`src/link_mon_pkg.sv`:
```
// Shared types for the NCU-MCU nibble link monitor.
// Holds the beat and packet widths, both command tables, the link signal
// bundle and the report record that leaves the monitor.
package link_mon_pkg;

    localparam int NIBBLE_W = 4;
    localparam int PKT_W = 128;

    typedef logic [NIBBLE_W-1:0] nibble_t;
    typedef logic [PKT_W-1:0] packet_t;

    // DIR_DOWN is NCU to MCU, DIR_UP is MCU to NCU
    typedef enum logic
    {
        DIR_DOWN = 1'b0,
        DIR_UP   = 1'b1
    } dir_e;

    typedef enum logic [NIBBLE_W-1:0]
    {
        READ_REQ  = 4'b0100,
        WRITE_REQ = 4'b0101,
        IFILL_REQ = 4'b0110
    } dn_cmd_e;

    typedef enum logic [NIBBLE_W-1:0]
    {
        READ_NACK  = 4'b0000,
        READ_ACK   = 4'b0001,
        IFILL_ACK  = 4'b0011,
        IFILL_NACK = 4'b0111,
        INT        = 4'b1000,
        INT_VEC    = 4'b1100
    } up_cmd_e;

    // The first nibble of a packet, read with the table of its direction
    typedef union packed
    {
        dn_cmd_e dn;
        up_cmd_e up;
    } cmd_u;

    // Observed signals of one link direction
    typedef struct packed
    {
        logic    vld;
        nibble_t data;
        logic    stall;
    } link_t;

    typedef logic [7:0] stall_cnt_t;
    typedef logic [7:0] abort_cnt_t;

    typedef struct packed
    {
        dir_e       dir;
        cmd_u       cmd;
        logic       cmd_known;
        stall_cnt_t stall_cnt;
        packet_t    packet;
    } report_t;

endpackage

```
`src/nibble_assembler.sv`:
```
// Packet assembly for one direction of the nibble link.
// Accepted beats (valid high, stall low) fill the packet LSB nibble first.
// When valid falls the packet is flagged done after exactly NIBBLES beats,
// otherwise it is flagged as an abort.
`timescale 1ns/1ns

module nibble_assembler #(
    parameter int NIBBLES = 32
) (
    input  logic                     iol2clk,
    input  logic                     rst_n,
    input  link_mon_pkg::link_t      link,
    output logic                     pkt_done,
    output logic                     pkt_abort,
    output link_mon_pkg::packet_t    pkt,
    output link_mon_pkg::stall_cnt_t stall_cnt
);

    localparam int CNT_W = $clog2(NIBBLES + 1);
    localparam logic [CNT_W-1:0] FULL_CNT = CNT_W'(NIBBLES);

    logic [CNT_W-1:0]         beat_cnt;
    logic                     vld_q;
    logic                     stall_q;
    link_mon_pkg::stall_cnt_t stall_acc;
    logic                     accept;
    logic                     pkt_end;
    logic                     stall_rise;

    // Beats past NIBBLES are dropped but keep the packet open
    assign accept = link.vld && !link.stall && (beat_cnt < FULL_CNT);
    assign pkt_end = vld_q && !link.vld;
    // Only stalls that start while valid is high belong to a packet
    assign stall_rise = link.vld && link.stall && !stall_q;

    always_ff @(posedge iol2clk)
    begin
        if (!rst_n)
        begin
            beat_cnt  <= '0;
            vld_q     <= 1'b0;
            stall_q   <= 1'b0;
            stall_acc <= '0;
            pkt_done  <= 1'b0;
            pkt_abort <= 1'b0;
        end
        else
        begin
            vld_q     <= link.vld;
            stall_q   <= link.stall;
            pkt_done  <= pkt_end && (beat_cnt == FULL_CNT);
            pkt_abort <= pkt_end && (beat_cnt != FULL_CNT);
            if (!link.vld)
            begin
                beat_cnt  <= '0;
                stall_acc <= '0;
            end
            else
            begin
                if (accept)
                    beat_cnt <= beat_cnt + 1'b1;
                if (stall_rise && (stall_acc != '1))
                    stall_acc <= stall_acc + 1'b1;
            end
        end
    end

    // Packet and stall count stay put through the done cycle
    always_ff @(posedge iol2clk)
    begin
        if (accept)
        begin
            if (beat_cnt == '0)
                pkt <= link_mon_pkg::packet_t'(link.data);
            else
                pkt[beat_cnt * link_mon_pkg::NIBBLE_W +: link_mon_pkg::NIBBLE_W] <= link.data;
        end
        if (pkt_end)
            stall_cnt <= stall_acc;
    end

    assert property (@(posedge iol2clk) disable iff (!rst_n) !(pkt_done && pkt_abort));

    assert property (@(posedge iol2clk) disable iff (!rst_n) beat_cnt <= FULL_CNT);

endmodule

```
`src/report_builder.sv`:
```
// Report entry for one direction.
// Decodes the command nibble of a finished packet with the table of DIR and
// holds the result until the controller takes it. A packet that arrives
// while the entry is still held is dropped and flagged.
`timescale 1ns/1ns

module report_builder #(
    parameter link_mon_pkg::dir_e DIR = link_mon_pkg::DIR_DOWN
) (
    input  logic                     iol2clk,
    input  logic                     rst_n,
    input  logic                     pkt_done,
    input  link_mon_pkg::packet_t    pkt,
    input  link_mon_pkg::stall_cnt_t stall_cnt,
    input  logic                     take,
    output link_mon_pkg::report_t    entry,
    output logic                     full,
    output logic                     overflow_pulse
);

    link_mon_pkg::cmd_u cmd;
    logic               cmd_known;
    logic               load;

    assign cmd = pkt[link_mon_pkg::NIBBLE_W-1:0];

    always_comb
    begin
        cmd_known = 1'b0;
        if (DIR == link_mon_pkg::DIR_DOWN)
        begin
            case (cmd.dn)
                link_mon_pkg::READ_REQ,
                link_mon_pkg::WRITE_REQ,
                link_mon_pkg::IFILL_REQ: cmd_known = 1'b1;
                default:                 cmd_known = 1'b0;
            endcase
        end
        else
        begin
            case (cmd.up)
                link_mon_pkg::READ_NACK,
                link_mon_pkg::READ_ACK,
                link_mon_pkg::IFILL_ACK,
                link_mon_pkg::IFILL_NACK,
                link_mon_pkg::INT,
                link_mon_pkg::INT_VEC:   cmd_known = 1'b1;
                default:                 cmd_known = 1'b0;
            endcase
        end
    end

    // A take in the same cycle frees the slot for the new packet
    assign load = pkt_done && (!full || take);
    assign overflow_pulse = pkt_done && full && !take;

    always_ff @(posedge iol2clk)
    begin
        if (!rst_n)
            full <= 1'b0;
        else if (load)
            full <= 1'b1;
        else if (take)
            full <= 1'b0;
    end

    always_ff @(posedge iol2clk)
    begin
        if (load)
        begin
            entry.dir       <= DIR;
            entry.cmd       <= cmd;
            entry.cmd_known <= cmd_known;
            entry.stall_cnt <= stall_cnt;
            entry.packet    <= pkt;
        end
    end

    assert property (@(posedge iol2clk) disable iff (!rst_n) take |-> full);

endmodule

```
`src/report_ctrl.sv`:
```
// Report output controller.
// Picks a held entry, downstream first, and hands it out over a four-phase
// req/ack handshake. Also keeps the sticky overflow flag and the abort
// counters of both directions.
`timescale 1ns/1ns

module report_ctrl (
    input  logic                     iol2clk,
    input  logic                     rst_n,
    input  link_mon_pkg::report_t    dn_entry,
    input  logic                     dn_full,
    input  link_mon_pkg::report_t    up_entry,
    input  logic                     up_full,
    input  logic                     dn_overflow_pulse,
    input  logic                     up_overflow_pulse,
    input  logic                     dn_abort,
    input  logic                     up_abort,
    input  logic                     rpt_ack,
    output logic                     dn_take,
    output logic                     up_take,
    output logic                     rpt_req,
    output link_mon_pkg::report_t    rpt,
    output logic                     overflow,
    output link_mon_pkg::abort_cnt_t dn_abort_cnt,
    output link_mon_pkg::abort_cnt_t up_abort_cnt
);

    typedef enum logic [1:0]
    {
        IDLE,
        REQ,
        WAIT_ACK_LOW
    } state_e;

    state_e state;
    logic   launch;

    function automatic link_mon_pkg::abort_cnt_t sat_inc(input link_mon_pkg::abort_cnt_t v);
        return (v == '1) ? v : v + 1'b1;
    endfunction

    // Ack must be low again before a new request goes out
    assign launch = (state == IDLE) && !rpt_ack && (dn_full || up_full);

    always_ff @(posedge iol2clk)
    begin
        if (!rst_n)
        begin
            state   <= IDLE;
            rpt_req <= 1'b0;
            dn_take <= 1'b0;
            up_take <= 1'b0;
        end
        else
        begin
            dn_take <= 1'b0;
            up_take <= 1'b0;
            case (state)
                IDLE:
                begin
                    if (launch)
                    begin
                        rpt_req <= 1'b1;
                        state   <= REQ;
                    end
                end
                REQ:
                begin
                    if (rpt_ack)
                    begin
                        rpt_req <= 1'b0;
                        dn_take <= (rpt.dir == link_mon_pkg::DIR_DOWN);
                        up_take <= (rpt.dir == link_mon_pkg::DIR_UP);
                        state   <= WAIT_ACK_LOW;
                    end
                end
                WAIT_ACK_LOW:
                begin
                    if (!rpt_ack)
                        state <= IDLE;
                end
                default: state <= IDLE;
            endcase
        end
    end

    // The record stays latched from req rise until the next launch
    always_ff @(posedge iol2clk)
    begin
        if (launch)
            rpt <= dn_full ? dn_entry : up_entry;
    end

    always_ff @(posedge iol2clk)
    begin
        if (!rst_n)
        begin
            overflow     <= 1'b0;
            dn_abort_cnt <= '0;
            up_abort_cnt <= '0;
        end
        else
        begin
            if (dn_overflow_pulse || up_overflow_pulse)
                overflow <= 1'b1;
            if (dn_abort)
                dn_abort_cnt <= sat_inc(dn_abort_cnt);
            if (up_abort)
                up_abort_cnt <= sat_inc(up_abort_cnt);
        end
    end

    assert property (@(posedge iol2clk) disable iff (!rst_n)
        rpt_req && $past(rpt_req) |-> $stable(rpt));

endmodule

```
`src/link_monitor_top.sv`:
```
// Top level of the NCU-MCU nibble link monitor.
// One assembler and one report builder per direction feed a shared
// controller that hands out report records over req/ack.
`timescale 1ns/1ns

module link_monitor_top #(
    parameter int NIBBLES = 32
) (
    input  logic                     iol2clk,
    input  logic                     rst_n,
    input  link_mon_pkg::link_t      dn_link,
    input  link_mon_pkg::link_t      up_link,
    input  logic                     rpt_ack,
    output logic                     rpt_req,
    output link_mon_pkg::report_t    rpt,
    output logic                     overflow,
    output link_mon_pkg::abort_cnt_t dn_abort_cnt,
    output link_mon_pkg::abort_cnt_t up_abort_cnt
);

    logic                     dn_pkt_done;
    logic                     dn_pkt_abort;
    link_mon_pkg::packet_t    dn_pkt;
    link_mon_pkg::stall_cnt_t dn_stall_cnt;
    link_mon_pkg::report_t    dn_entry;
    logic                     dn_full;
    logic                     dn_overflow_pulse;
    logic                     dn_take;

    logic                     up_pkt_done;
    logic                     up_pkt_abort;
    link_mon_pkg::packet_t    up_pkt;
    link_mon_pkg::stall_cnt_t up_stall_cnt;
    link_mon_pkg::report_t    up_entry;
    logic                     up_full;
    logic                     up_overflow_pulse;
    logic                     up_take;

    nibble_assembler #(.NIBBLES(NIBBLES)) u_dn_asm (
        .iol2clk(iol2clk), .rst_n(rst_n), .link(dn_link),
        .pkt_done(dn_pkt_done), .pkt_abort(dn_pkt_abort),
        .pkt(dn_pkt), .stall_cnt(dn_stall_cnt)
    );

    nibble_assembler #(.NIBBLES(NIBBLES)) u_up_asm (
        .iol2clk(iol2clk), .rst_n(rst_n), .link(up_link),
        .pkt_done(up_pkt_done), .pkt_abort(up_pkt_abort),
        .pkt(up_pkt), .stall_cnt(up_stall_cnt)
    );

    report_builder #(.DIR(link_mon_pkg::DIR_DOWN)) u_dn_bld (
        .iol2clk(iol2clk), .rst_n(rst_n), .pkt_done(dn_pkt_done), .pkt(dn_pkt),
        .stall_cnt(dn_stall_cnt), .take(dn_take), .entry(dn_entry),
        .full(dn_full), .overflow_pulse(dn_overflow_pulse)
    );

    report_builder #(.DIR(link_mon_pkg::DIR_UP)) u_up_bld (
        .iol2clk(iol2clk), .rst_n(rst_n), .pkt_done(up_pkt_done), .pkt(up_pkt),
        .stall_cnt(up_stall_cnt), .take(up_take), .entry(up_entry),
        .full(up_full), .overflow_pulse(up_overflow_pulse)
    );

    report_ctrl u_ctrl (
        .iol2clk(iol2clk), .rst_n(rst_n),
        .dn_entry(dn_entry), .dn_full(dn_full),
        .up_entry(up_entry), .up_full(up_full),
        .dn_overflow_pulse(dn_overflow_pulse), .up_overflow_pulse(up_overflow_pulse),
        .dn_abort(dn_pkt_abort), .up_abort(up_pkt_abort),
        .rpt_ack(rpt_ack), .dn_take(dn_take), .up_take(up_take),
        .rpt_req(rpt_req), .rpt(rpt), .overflow(overflow),
        .dn_abort_cnt(dn_abort_cnt), .up_abort_cnt(up_abort_cnt)
    );

endmodule

```
`config.mk`:
```
export PLATFORM = sky130hd
export DESIGN_NAME = link_monitor_top
export DESIGN_NICKNAME = d
export VERILOG_FILES = /design/src/link_mon_pkg.sv /design/src/nibble_assembler.sv /design/src/report_builder.sv /design/src/report_ctrl.sv /design/src/link_monitor_top.sv
export SDC_FILE = /design/constraint.sdc
export NUM_CORES = 1
export LEC_CHECK = 0
export ABC_AREA = 1
export ABC_CLOCK_PERIOD_IN_PS = 7900
export BUFFER_PORTS_ARGS = -buffer_cell sky130_fd_sc_hd__buf_2
export CAP_MARGIN = 20
export CELL_PAD_IN_SITES_DETAIL_PLACEMENT = 0
export CELL_PAD_IN_SITES_GLOBAL_PLACEMENT = 1
export CORE_MARGIN = 3
export CORE_UTILIZATION = 44
export CTS_BUF_LIST = sky130_fd_sc_hd__clkbuf_8 sky130_fd_sc_hd__clkbuf_16
export DETAILED_ROUTE_END_ITERATION = 16
export PLACE_DENSITY = 0.81
export REMOVE_ABC_BUFFERS = 1
export SETUP_SLACK_MARGIN = 0.15
export SLEW_MARGIN = 20
export SYNTH_ARGS = -nofsm -noshare
export SYNTH_HDL_FRONTEND = slang
export SYNTH_HIERARCHICAL = 1
export SYNTH_SLANG_ARGS = --single-unit
```
`constraint.sdc`:
```
create_clock -name iol2clk -period 7.9 [get_ports iol2clk]
set_input_delay 1.975 -clock iol2clk [delete_from_list [all_inputs] [get_ports iol2clk]]
set_output_delay 1.975 -clock iol2clk [all_outputs]
set_load 0.02 [all_outputs]
```
==> Word level (Yosys, flattened, before mapping) <==
Index checks and enable logic that the tools add are counted.
{ "word_totals": {"out_inout_bits": 160, "register_bits": 756, "wordCells": 151, "input_bits": 15} }
{ "op_classes": {"reduce_logical": 55, "eq_ne": 21, "add_sub_neg": 8, "n_shift": 4, "bitwise": 3, "n_lt_le_gt_ge": 2, "n_mux": 18} }
{ "ops": {"columns": ["operator", "count"], "rows": [
  ["128-bit bitwise mux", 2],
  ["4-bit by 34-bit variable shift with 128-bit output (first input constant)", 2],
  ["4-bit by 34-bit variable part select with 128-bit output", 2],
  ["142-bit 2-to-1 mux", 1],
  ["8-bit negation with 34-bit output", 2],
  ["8-bit by 1-bit adder with 8-bit output (second input constant)", 4],
  ["1-bit logical AND", 24],
  ["4-bit by 3-bit == test with 1-bit output (second input constant)", 4],
  ["8-bit == test (second input constant)", 2],
  ["8-bit inequality test (second input constant)", 2],
  ["6-bit by 1-bit adder with 6-bit output (second input constant)", 2],
  ["6-bit == test (second input constant)", 2],
  ["6-bit zero test", 2],
  ["6-bit < comparator (second input constant)", 2],
  ["6-bit inequality test (second input constant)", 2],
  ["1-bit zero test", 11],
  ["3-bit AND reduction", 3],
  ["4-bit == test (second input constant)", 2],
  ["1-bit 2-to-1 mux", 8],
  ["4-bit 2-to-1 mux", 2],
  ["2-bit AND reduction", 4],
  ["2-bit 2-to-1 mux", 3],
  ["2-bit case mux with 3 select lines", 1],
  ["2-bit nonzero test", 3],
  ["13 further kinds", 19]
]} }

==> Logic depth before layout (Yosys ltp) <==
Gate-level depths: netlist of the first run.
{ "depth": {"depth_word": 5, "depth_mapped": 14, "mapped_depth_nobuf": 13} }

==> Hierarchy <==
Netlist of the first run, hierarchy kept.
{ "by_module_without_submodules": {"columns": ["mod", "cells_each", "seq_area_each_um2", "area_per_inst_um2", "n_inst"], "rows": [
  ["nibble_assembler (u_dn_asm)", 922, 4444.3, 7821.3, 1],
  ["nibble_assembler (u_up_asm)", 914, 4444.3, 7768.7, 1],
  ["report_ctrl", 765, 4704.5, 7135.6, 1],
  ["report_builder (u_up_bld)", 160, 4134.0, 4240.3, 1],
  ["report_builder (u_dn_bld)", 154, 4134.0, 4221.5, 1]
]} }

==> Least setup slack after synthesis of the first run <==
OpenSTA, ideal clock, no wires.
{ "synth_path": {"path_kind": "in2reg", "from": "input dn_link[5] (netlist bit)", "to": "register u_dn_asm.pkt[0], enable pin", "n_path_buf": 0, "path_slack_ns": -0.164, "t_arrival_ns": 7.718, "setup_time_ns": 0.346, "cell_stages": 4, "cell_sequence": "inv_1 > nor3_2 > inv_1 > nor2_1"} }
{ "synth_via": {"elab_chain_len": 2} }
{ "synth_lines": {"columns": ["item", "line_no", "rtl"], "rows": [
  ["start, declared", "link_monitor_top.sv:11", "input link_mon_pkg::link_t dn_link,"],
  ["1-bit logical AND (2 in a row)", "nibble_assembler.sv:31", "assign accept = link.vld && !link.stall && (beat_cnt < FULL_CNT);"],
  ["via u_dn_asm.accept", "nibble_assembler.sv:26", "logic accept;"],
  ["end signal, assigned", "nibble_assembler.sv:74", "pkt <= link_mon_pkg::packet_t'(link.data);"],
  ["end signal, assigned by index", "nibble_assembler.sv:76", "pkt[beat_cnt * link_mon_pkg::NIBBLE_W +: link_mon_pkg::NIBBLE_W] <= link.data;"],
  ["end, declared", "nibble_assembler.sv:15", "output link_mon_pkg::packet_t pkt,"]
]} }
The timed path passes the listed nets, and every way through them passes these cells.
A chain may end at the register's enable or synchronous reset.

==> Worst setup path in the final report of the first run <==
{ "layout_path": {"from": "register u_dn_asm.beat_cnt[0]", "to": "register u_dn_asm.pkt[57], data pin"} }
{ "layout_via": {"elab_chain_len": 3, "elab_cells_between_ends": 5, "classes_between": "1 x add/sub; 2 x shift; 1 x mux; 1 x reduce/logical"} }
{ "layout_lines": {"columns": ["item", "line_no", "rtl"], "rows": [
  ["start, declared", "nibble_assembler.sv:22", "logic [CNT_W-1:0] beat_cnt;"],
  ["start signal, assigned", "nibble_assembler.sv:61", "beat_cnt <= beat_cnt + 1'b1;"],
  ["8-bit negation with 34-bit output", "nibble_assembler.sv:76", null],
  ["4-bit by 34-bit variable part select with 128-bit output / 4-bit by 34-bit variable shift with 128-bit output (equally long branches)", "nibble_assembler.sv:76", null],
  ["128-bit bitwise mux", "nibble_assembler.sv:76", null]
]} }
Parallel ways exist; a longest one is shown, timed or not.

==> results of run 1 <==
how the worst max path moves through the flow:
stage / slack [ns] / depth (start not counted) / startpoint / to
global route: 3.49 / 10 / u_dn_asm/beat_cnt[0] / u_dn_asm/pkt[57]
CTS: 3.87 / 10 / u_dn_asm/beat_cnt[0] / u_dn_asm/pkt[57]
detailed placement: 3.42 / 5 / up_link[0] / u_up_asm/pkt[6]
floorplan: -1.44 / 1 / u_dn_bld/full / u_dn_bld/entry[100]
finish: 3.77 / 10 / u_dn_asm/beat_cnt[0] / u_dn_asm/pkt[57]
global placement: 3.48 / 5 / up_link[0] / u_up_asm/pkt[36]
metrics by stage:
step                instances  TNS, ns  power [mW]  util (%)
floorplan                2819  -197.35        4.63         -
global placement         3937        0        4.71      47.4
detailed placement       3937        0        4.72      47.4
CTS                      4078        0        8.32      51.0
global route             4078        0        8.52      51.0
finish                   4081        0        8.24      51.0
cells in the mapped netlist (all sizes together) (22+ instances only):
cell type    n  area [um2]
nand2      841        3220
edfxtp     688       20700
nor2       589        2330
inv        267        1010
o21ai      137         686
a21oi       84         424
nand3       66         508
dfxtp       60        1200
buf         59         348
clkbuf      37         139
nand4       30         194
nor3        22         126
per-layer routing:
layer | GRT usage [%] | vias up | routed length, um
li1 | - | 9944 | -
met1 | 26.2 | 9787 | 30900
met2 | 33.3 | 712 | 35500
met3 | 3.96 | 141 | 5410
met4 | 6.58 | 2 | 2360
met5 | 0 | - | 13
power breakdown:
part           internal, mW  switching, mW  leakage (nW)
clock network          2.11           1.49          1.30
registers              4.36         0.0351          6.87
logic                0.0534          0.183          6.19
total                  6.53           1.71          14.4
critical path, stage by stage (launching register included):
cell and delay (ns):
dfxtp_1 0.59, inv_1 0.38, ha_1 0.44, nand3_4 0.65, buf_4 0.69, nand3_1 0.23, nor2_1 0.38, inv_1 0.10
nor2_1 0.20, o21ai_1 0.10, nor2_1 0.13
cell type report:
cell class	count	share of cell area [%]
repair buffers	187	2.77
diodes	3	0.0212
clock inverters	56	1.19
clock buffers	85	5.94
well taps	931	3.29
flip-flops and latches	748	61.7
inverters	270	2.92
multi-input cells	1801	22.2
cells by family (layout without fill, tap and decap cells):
kind of cell               count (synthesis)  after routing
adders and majority gates                 10             10
and+or+nand+nor                         1554           1554
DFF                                      748            748
other                                      2              5
AOI/OAI and AO/OA                        228            228
xor gates and xnor gates                   7              7
buffers and inverters                    366            598
sequential cells by signal, indices dropped and copies added, names as in the netlist, 2 cells and up:
name	flops
u_up_asm/pkt	128
u_dn_asm/beat_cnt	6
u_up_bld/entry	137
u_ctrl/state	2
u_dn_asm/pkt	128
u_ctrl/up_abort_cnt	8
u_up_asm/beat_cnt	6
u_dn_asm/stall_acc	8
u_ctrl/rpt	142
u_up_asm/stall_cnt	8
u_up_asm/stall_acc	8
u_dn_bld/entry	137
u_dn_asm/stall_cnt	8
u_ctrl/dn_abort_cnt	8
==> impl_metrics.yaml, run 1 <==
sta:
  slew_headroom_pct: 32.0
  slew_violations: 0
  hold_ws_ns: 0.413
  timing.final.crit_period_ns: 4.13
  hold_viol_final: 0
  rsz0062_at_grt: "false"
  tightest_slew_ns: 1.02
  fmax_mhz: 242
  setup_viol: 0
  fin_skew_ns: 0.0259
  post-route-period-util_pct: 52.3
  setup_ws_ns: 3.77
place:
  placed_area_mm2: 0.0329
  hpwlAfterDp_um: 48400
  dpl_worst_slack_ns: 3.42
  portBuffers: 174
  gp_congestion: 0.848
global_route:
  grt_use_total_pct: 20.0
  grt_first_pass_wirelength_um: 115000
  grt_overflow_total: 0
  antenna_found_initial: 3
  grt_pass1_vias: 19900
  grt_max_degree: 138
clock_network:
  cts_max_level: 3
  cts.sinks: 748
  cts_buffer_depth: 3
  root_buffer: "clkbuf_16"
  cts_tree: "built"
  cts.clk_slew.worst_paths_ns: 0.06
  ctsResizeCount: 0
  post_cts_buffers: 0
  postCtsHoldBufs: 0
  cts_made_buffers: 79
  worstSkewPairLatency_ns: 0.62
worst_hold_path:
  min_from: "u_up_asm/stall_cnt[6]"
  hold_depth: 0
  holdCritPathClass: "reg -> reg"
  worstHoldEndpoint: "u_up_bld/entry[134]"
yosys:
  synth-edff-count: 688
  synth_xor_area_share_pct: 0.341
  synthCells: 2915
  avgSynthCellArea_um2: 10.7
  ys.flop_type: "edfxtp_1"
  ys_seq_elements: 748
  seq_area_frac_synth_pct: 70.1
  synth_compound_gate_area_share_pct: 3.71
  synth_top_family_by_area: "simple AND/OR/NAND/NOR gates"
  synthSimpleGateAreaFrac_pct: 20.6
  synth_cell_types: 46
  synth_adder_area_share_pct: 0.401
  async_flop_share_pct: 0
  syn-cell-area_mm2: 0.0312
  synthMuxAreaShare_pct: 0
  yosys_warnings: 6
finish:
  final_common_cell: "nand2_1"
  area_delta_synth_final_pct: 13.6
  fillers: 6230
  finalInstanceArea_mm2: 0.0354
  fin_nets: 3112
  multi_input_area_mm2: 0.00786
  drive_above_1_share_pct: 13.2
  layout_common_cells: "825 x nand2_1, 688 x edfxtp_1, 562 x nor2_1"
  register_area_mm2: 0.0219
worst_setup_path:
  r2r-start: "u_dn_asm/beat_cnt[0]"
  end_kind: "flip-flop"
  cp_max_fo: 78
  rr_endpoint: "u_dn_asm/pkt[57]"
  r2r_slack_ns: 3.77
  reg2reg_depth: 10
  worstSetupPathType: "reg -> reg"
  cp-start-kind: "flip-flop"
  worstPathRequired_ns: 8.36
  crit_arrival_ns: 4.60
pwr:
  p_per_area_mw_per_mm2: 233
  power_leakage_nw: 14.4
  ir_drop_mv: 0.171
die:
  die_h_um: 272
  design.die.area_mm2: 0.0741
  ios: 175
  core_mm2: 0.0694
  row_count: 96
  initial_core_util_pct: 44.9
  die_width_um: 272
drt:
  via_per_inst: 5.04
  drt_wl_total_um: 74200
  ant_nets: 0
  drt_iter0_markers: 1938
  dr.pass1.iters: 7
  drc: 0
  wire_per_inst_um: 18.2
  vias: 20600
status:
  status: "finished, final reports clean"
run:
  maxCapViolCount: 0
No activity file was read; power rests on OpenSTA's default activity.
==> inputs of run 2 (changes only) <==
--- a/config.mk
+++ b/config.mk
@@ -6,16 +6,16 @@
 export NUM_CORES = 1
 export LEC_CHECK = 0
 export ABC_AREA = 1
-export ABC_CLOCK_PERIOD_IN_PS = 7900
+export ABC_CLOCK_PERIOD_IN_PS = 4300
 export BUFFER_PORTS_ARGS = -buffer_cell sky130_fd_sc_hd__buf_2
 export CAP_MARGIN = 20
 export CELL_PAD_IN_SITES_DETAIL_PLACEMENT = 0
 export CELL_PAD_IN_SITES_GLOBAL_PLACEMENT = 1
 export CORE_MARGIN = 3
-export CORE_UTILIZATION = 44
+export CORE_UTILIZATION = 45
 export CTS_BUF_LIST = sky130_fd_sc_hd__clkbuf_8 sky130_fd_sc_hd__clkbuf_16
 export DETAILED_ROUTE_END_ITERATION = 16
-export PLACE_DENSITY = 0.81
+export PLACE_DENSITY = 0.79
 export REMOVE_ABC_BUFFERS = 1
 export SETUP_SLACK_MARGIN = 0.15
 export SLEW_MARGIN = 20
==> constraint.sdc (replaced) <==
create_clock -name iol2clk -period 4.3 [get_ports iol2clk]
set_input_delay 1.075 -clock iol2clk [delete_from_list [all_inputs] [get_ports iol2clk]]
set_output_delay 1.075 -clock iol2clk [all_outputs]
set_load 0.02 [all_outputs]
==> run 2 against run 1 <==
Net effect:
- clock skew decreased by 0.0032 ns
- critical endpoint is now u_dn_asm/pkt[16]
- via count grew 1.0%
- worst setup slack worse by 3.1 ns
- critical path depth decreased by 2
- critical path type unchanged
- flip-flop and latch count is the same
==> impl_metrics.yaml, run 2 (synthesis gave the netlist of run 1 again) <==
sta:
  post-route-period-util_pct: 84.9
  finalSetupTns_ns: 0
  slew_headroom_pct: 37.4
  timing.final.crit_period_ns: 3.65
  setup_viol: 0
  slew_violations: 0
  hold_ws_ns: 0.415
  tightest_slew_ns: 0.940
  setup_ws_ns: 0.648
  rsz0062_at_grt: "false"
  fin_skew_ns: 0.0226
  fmax_mhz: 274
  hold_viol_final: 0
pwr:
  clkPwrFrac_pct: 44.4
  pwr-share-comb_pct: 2.9
  pwr-share-seq_pct: 52.7
  power_leakage_nw: 14.5
  ir_drop_mv: 0.223
  power.internal_mw: 12.2
  p_per_area_mw_per_mm2: 431
  total_power_mw: 15.3
  swShare_pct: 20.7
  p_switching_mw: 3.17
clock_network:
  cts_buffer_depth: 3
  postCtsHoldBufs: 0
  cts_tree: "built"
  worstSkewPairLatency_ns: 0.61
  ctsResizeCount: 0
  cts.clk_slew.worst_paths_ns: 0.06
  cts_made_buffers: 81
  cts_max_level: 3
  cts.sinks: 748
  root_buffer: "clkbuf_16"
  post_cts_buffers: 0
global_route:
  grt_first_pass_wirelength_um: 116000
  grt_use_total_pct: 20.4
  grt_max_degree: 138
  grt_overflow_total: 0
  grt_pass1_vias: 20100
  antenna_found_initial: 1
drt:
  via_per_inst: 5.10
  ant_nets: 0
  vias: 20800
  drc: 0
  wire_per_inst_um: 18.5
  drt_iter0_markers: 1784
  drt_wl_total_um: 75300
  dr.pass1.iters: 7
status:
  status: "finished, final reports clean"
die:
  row_count: 95
  initial_core_util_pct: 46.0
  core_mm2: 0.0679
  die_width_um: 269
  die_h_um: 269
  ios: 175
  design.die.area_mm2: 0.0725
place:
  placed_area_mm2: 0.0330
  dpl_worst_slack_ns: 0.731
  gp_congestion: 0.819
  hpwlAfterDp_um: 48700
  portBuffers: 174
finish:
  area_delta_synth_final_pct: 14.3
  drive_above_1_share_pct: 13.5
  finalInstanceArea_mm2: 0.0356
  fin_nets: 3121
  final_common_cell: "nand2_1"
  reg_top3: "u_ctrl/rpt: 142 flops, u_dn_bld/entry: 137 flops, u_up_bld/entry: 137 flops"
  regMostFlops: "u_ctrl/rpt"
  diodes: 0
  largest_reg_flops: 142
  layout_common_cells: "825 x nand2_1, 688 x edfxtp_1, 562 x nor2_1"
worst_setup_path:
  end_kind: "flip-flop"
  critPathMaxStageDelay_ns: 0.64
  crit_buf_inv: 2
  crit_chain: "inv_1 -> ha_1 -> xnor2_4 -> inv_2 -> nor2_2 -> nand3_2 -> nor2_1 -> nor2_1"
  crit_path_top_delay_cell: "xnor2_4"
  cp_common_cell: "nor2_1"
  worstSetupPathType: "reg -> reg"
  cp_num_cells: 8
  crit_family: "simple AND/OR/NAND/NOR gates"
  reg2reg_depth: 8
  crit_arrival_ns: 4.03
  worstPathRequired_ns: 4.67
  cp_max_fo: 23
  cp-start-kind: "flip-flop"
run:
  maxCapViolCount: 0
worst_hold_path:
  holdCritPathClass: "reg -> reg"
  hold_depth: 0
run 2: per-stage QoR:
step / utilization, % / instances
finish: 52.5 / 4079
CTS: 52.5 / 4078
global placement: 48.6 / 3933
floorplan: - / 2819
detailed placement: 48.6 / 3933
global route: 52.5 / 4079
run 2: metal layers:
metal	GRT usage (%)	up-vias	wire, um
li1	-	9969	-
met1	27.2	9882	31300
met2	33.7	813	35900
met3	3.50	132	5590
met4	8.08	0	2550
met5	0	-	0
run 2: area by class of cell:
class,instances,area (um2)
clock buffers,88,2180
repair buffers,194,1110
clock inverters,57,444
flip-flops and latches,748,21900
inverters,270,1040
fillers,5867,32200
multi-input cells,1801,7860
well taps,921,1150
run 2: power groups by stage:
stage	Clock (mW)	Combinational (mW)	Sequential, mW
finish	6.82	0.442	8.08
global placement	0	0.422	8.23
global route	7.28	0.491	8.09
detailed placement	0	0.434	8.24
CTS	6.99	0.437	8.08
floorplan	0	0.286	8.22
run 2: worst paths after layout:
path	endpoint	slack, ns	start
worst max register to register	u_dn_asm/pkt[16]	0.65	u_dn_asm/beat_cnt[0]
worst min-delay path	u_up_bld/entry[130]	0.42	u_up_asm/stall_cnt[2]
worst max-delay path	u_dn_asm/pkt[16]	0.65	u_dn_asm/beat_cnt[0]
worst min register to register	u_up_bld/entry[130]	0.42	u_up_asm/stall_cnt[2]
run 2: worst reg2reg max path, delay by kind of cell (launching register included):
kind	cells	cell delay (ns)
simple gates	4	1.11
buf+inv	2	0.67
xor+xnor	1	0.65
flops	1	0.57
fa+ha+maj	1	0.42
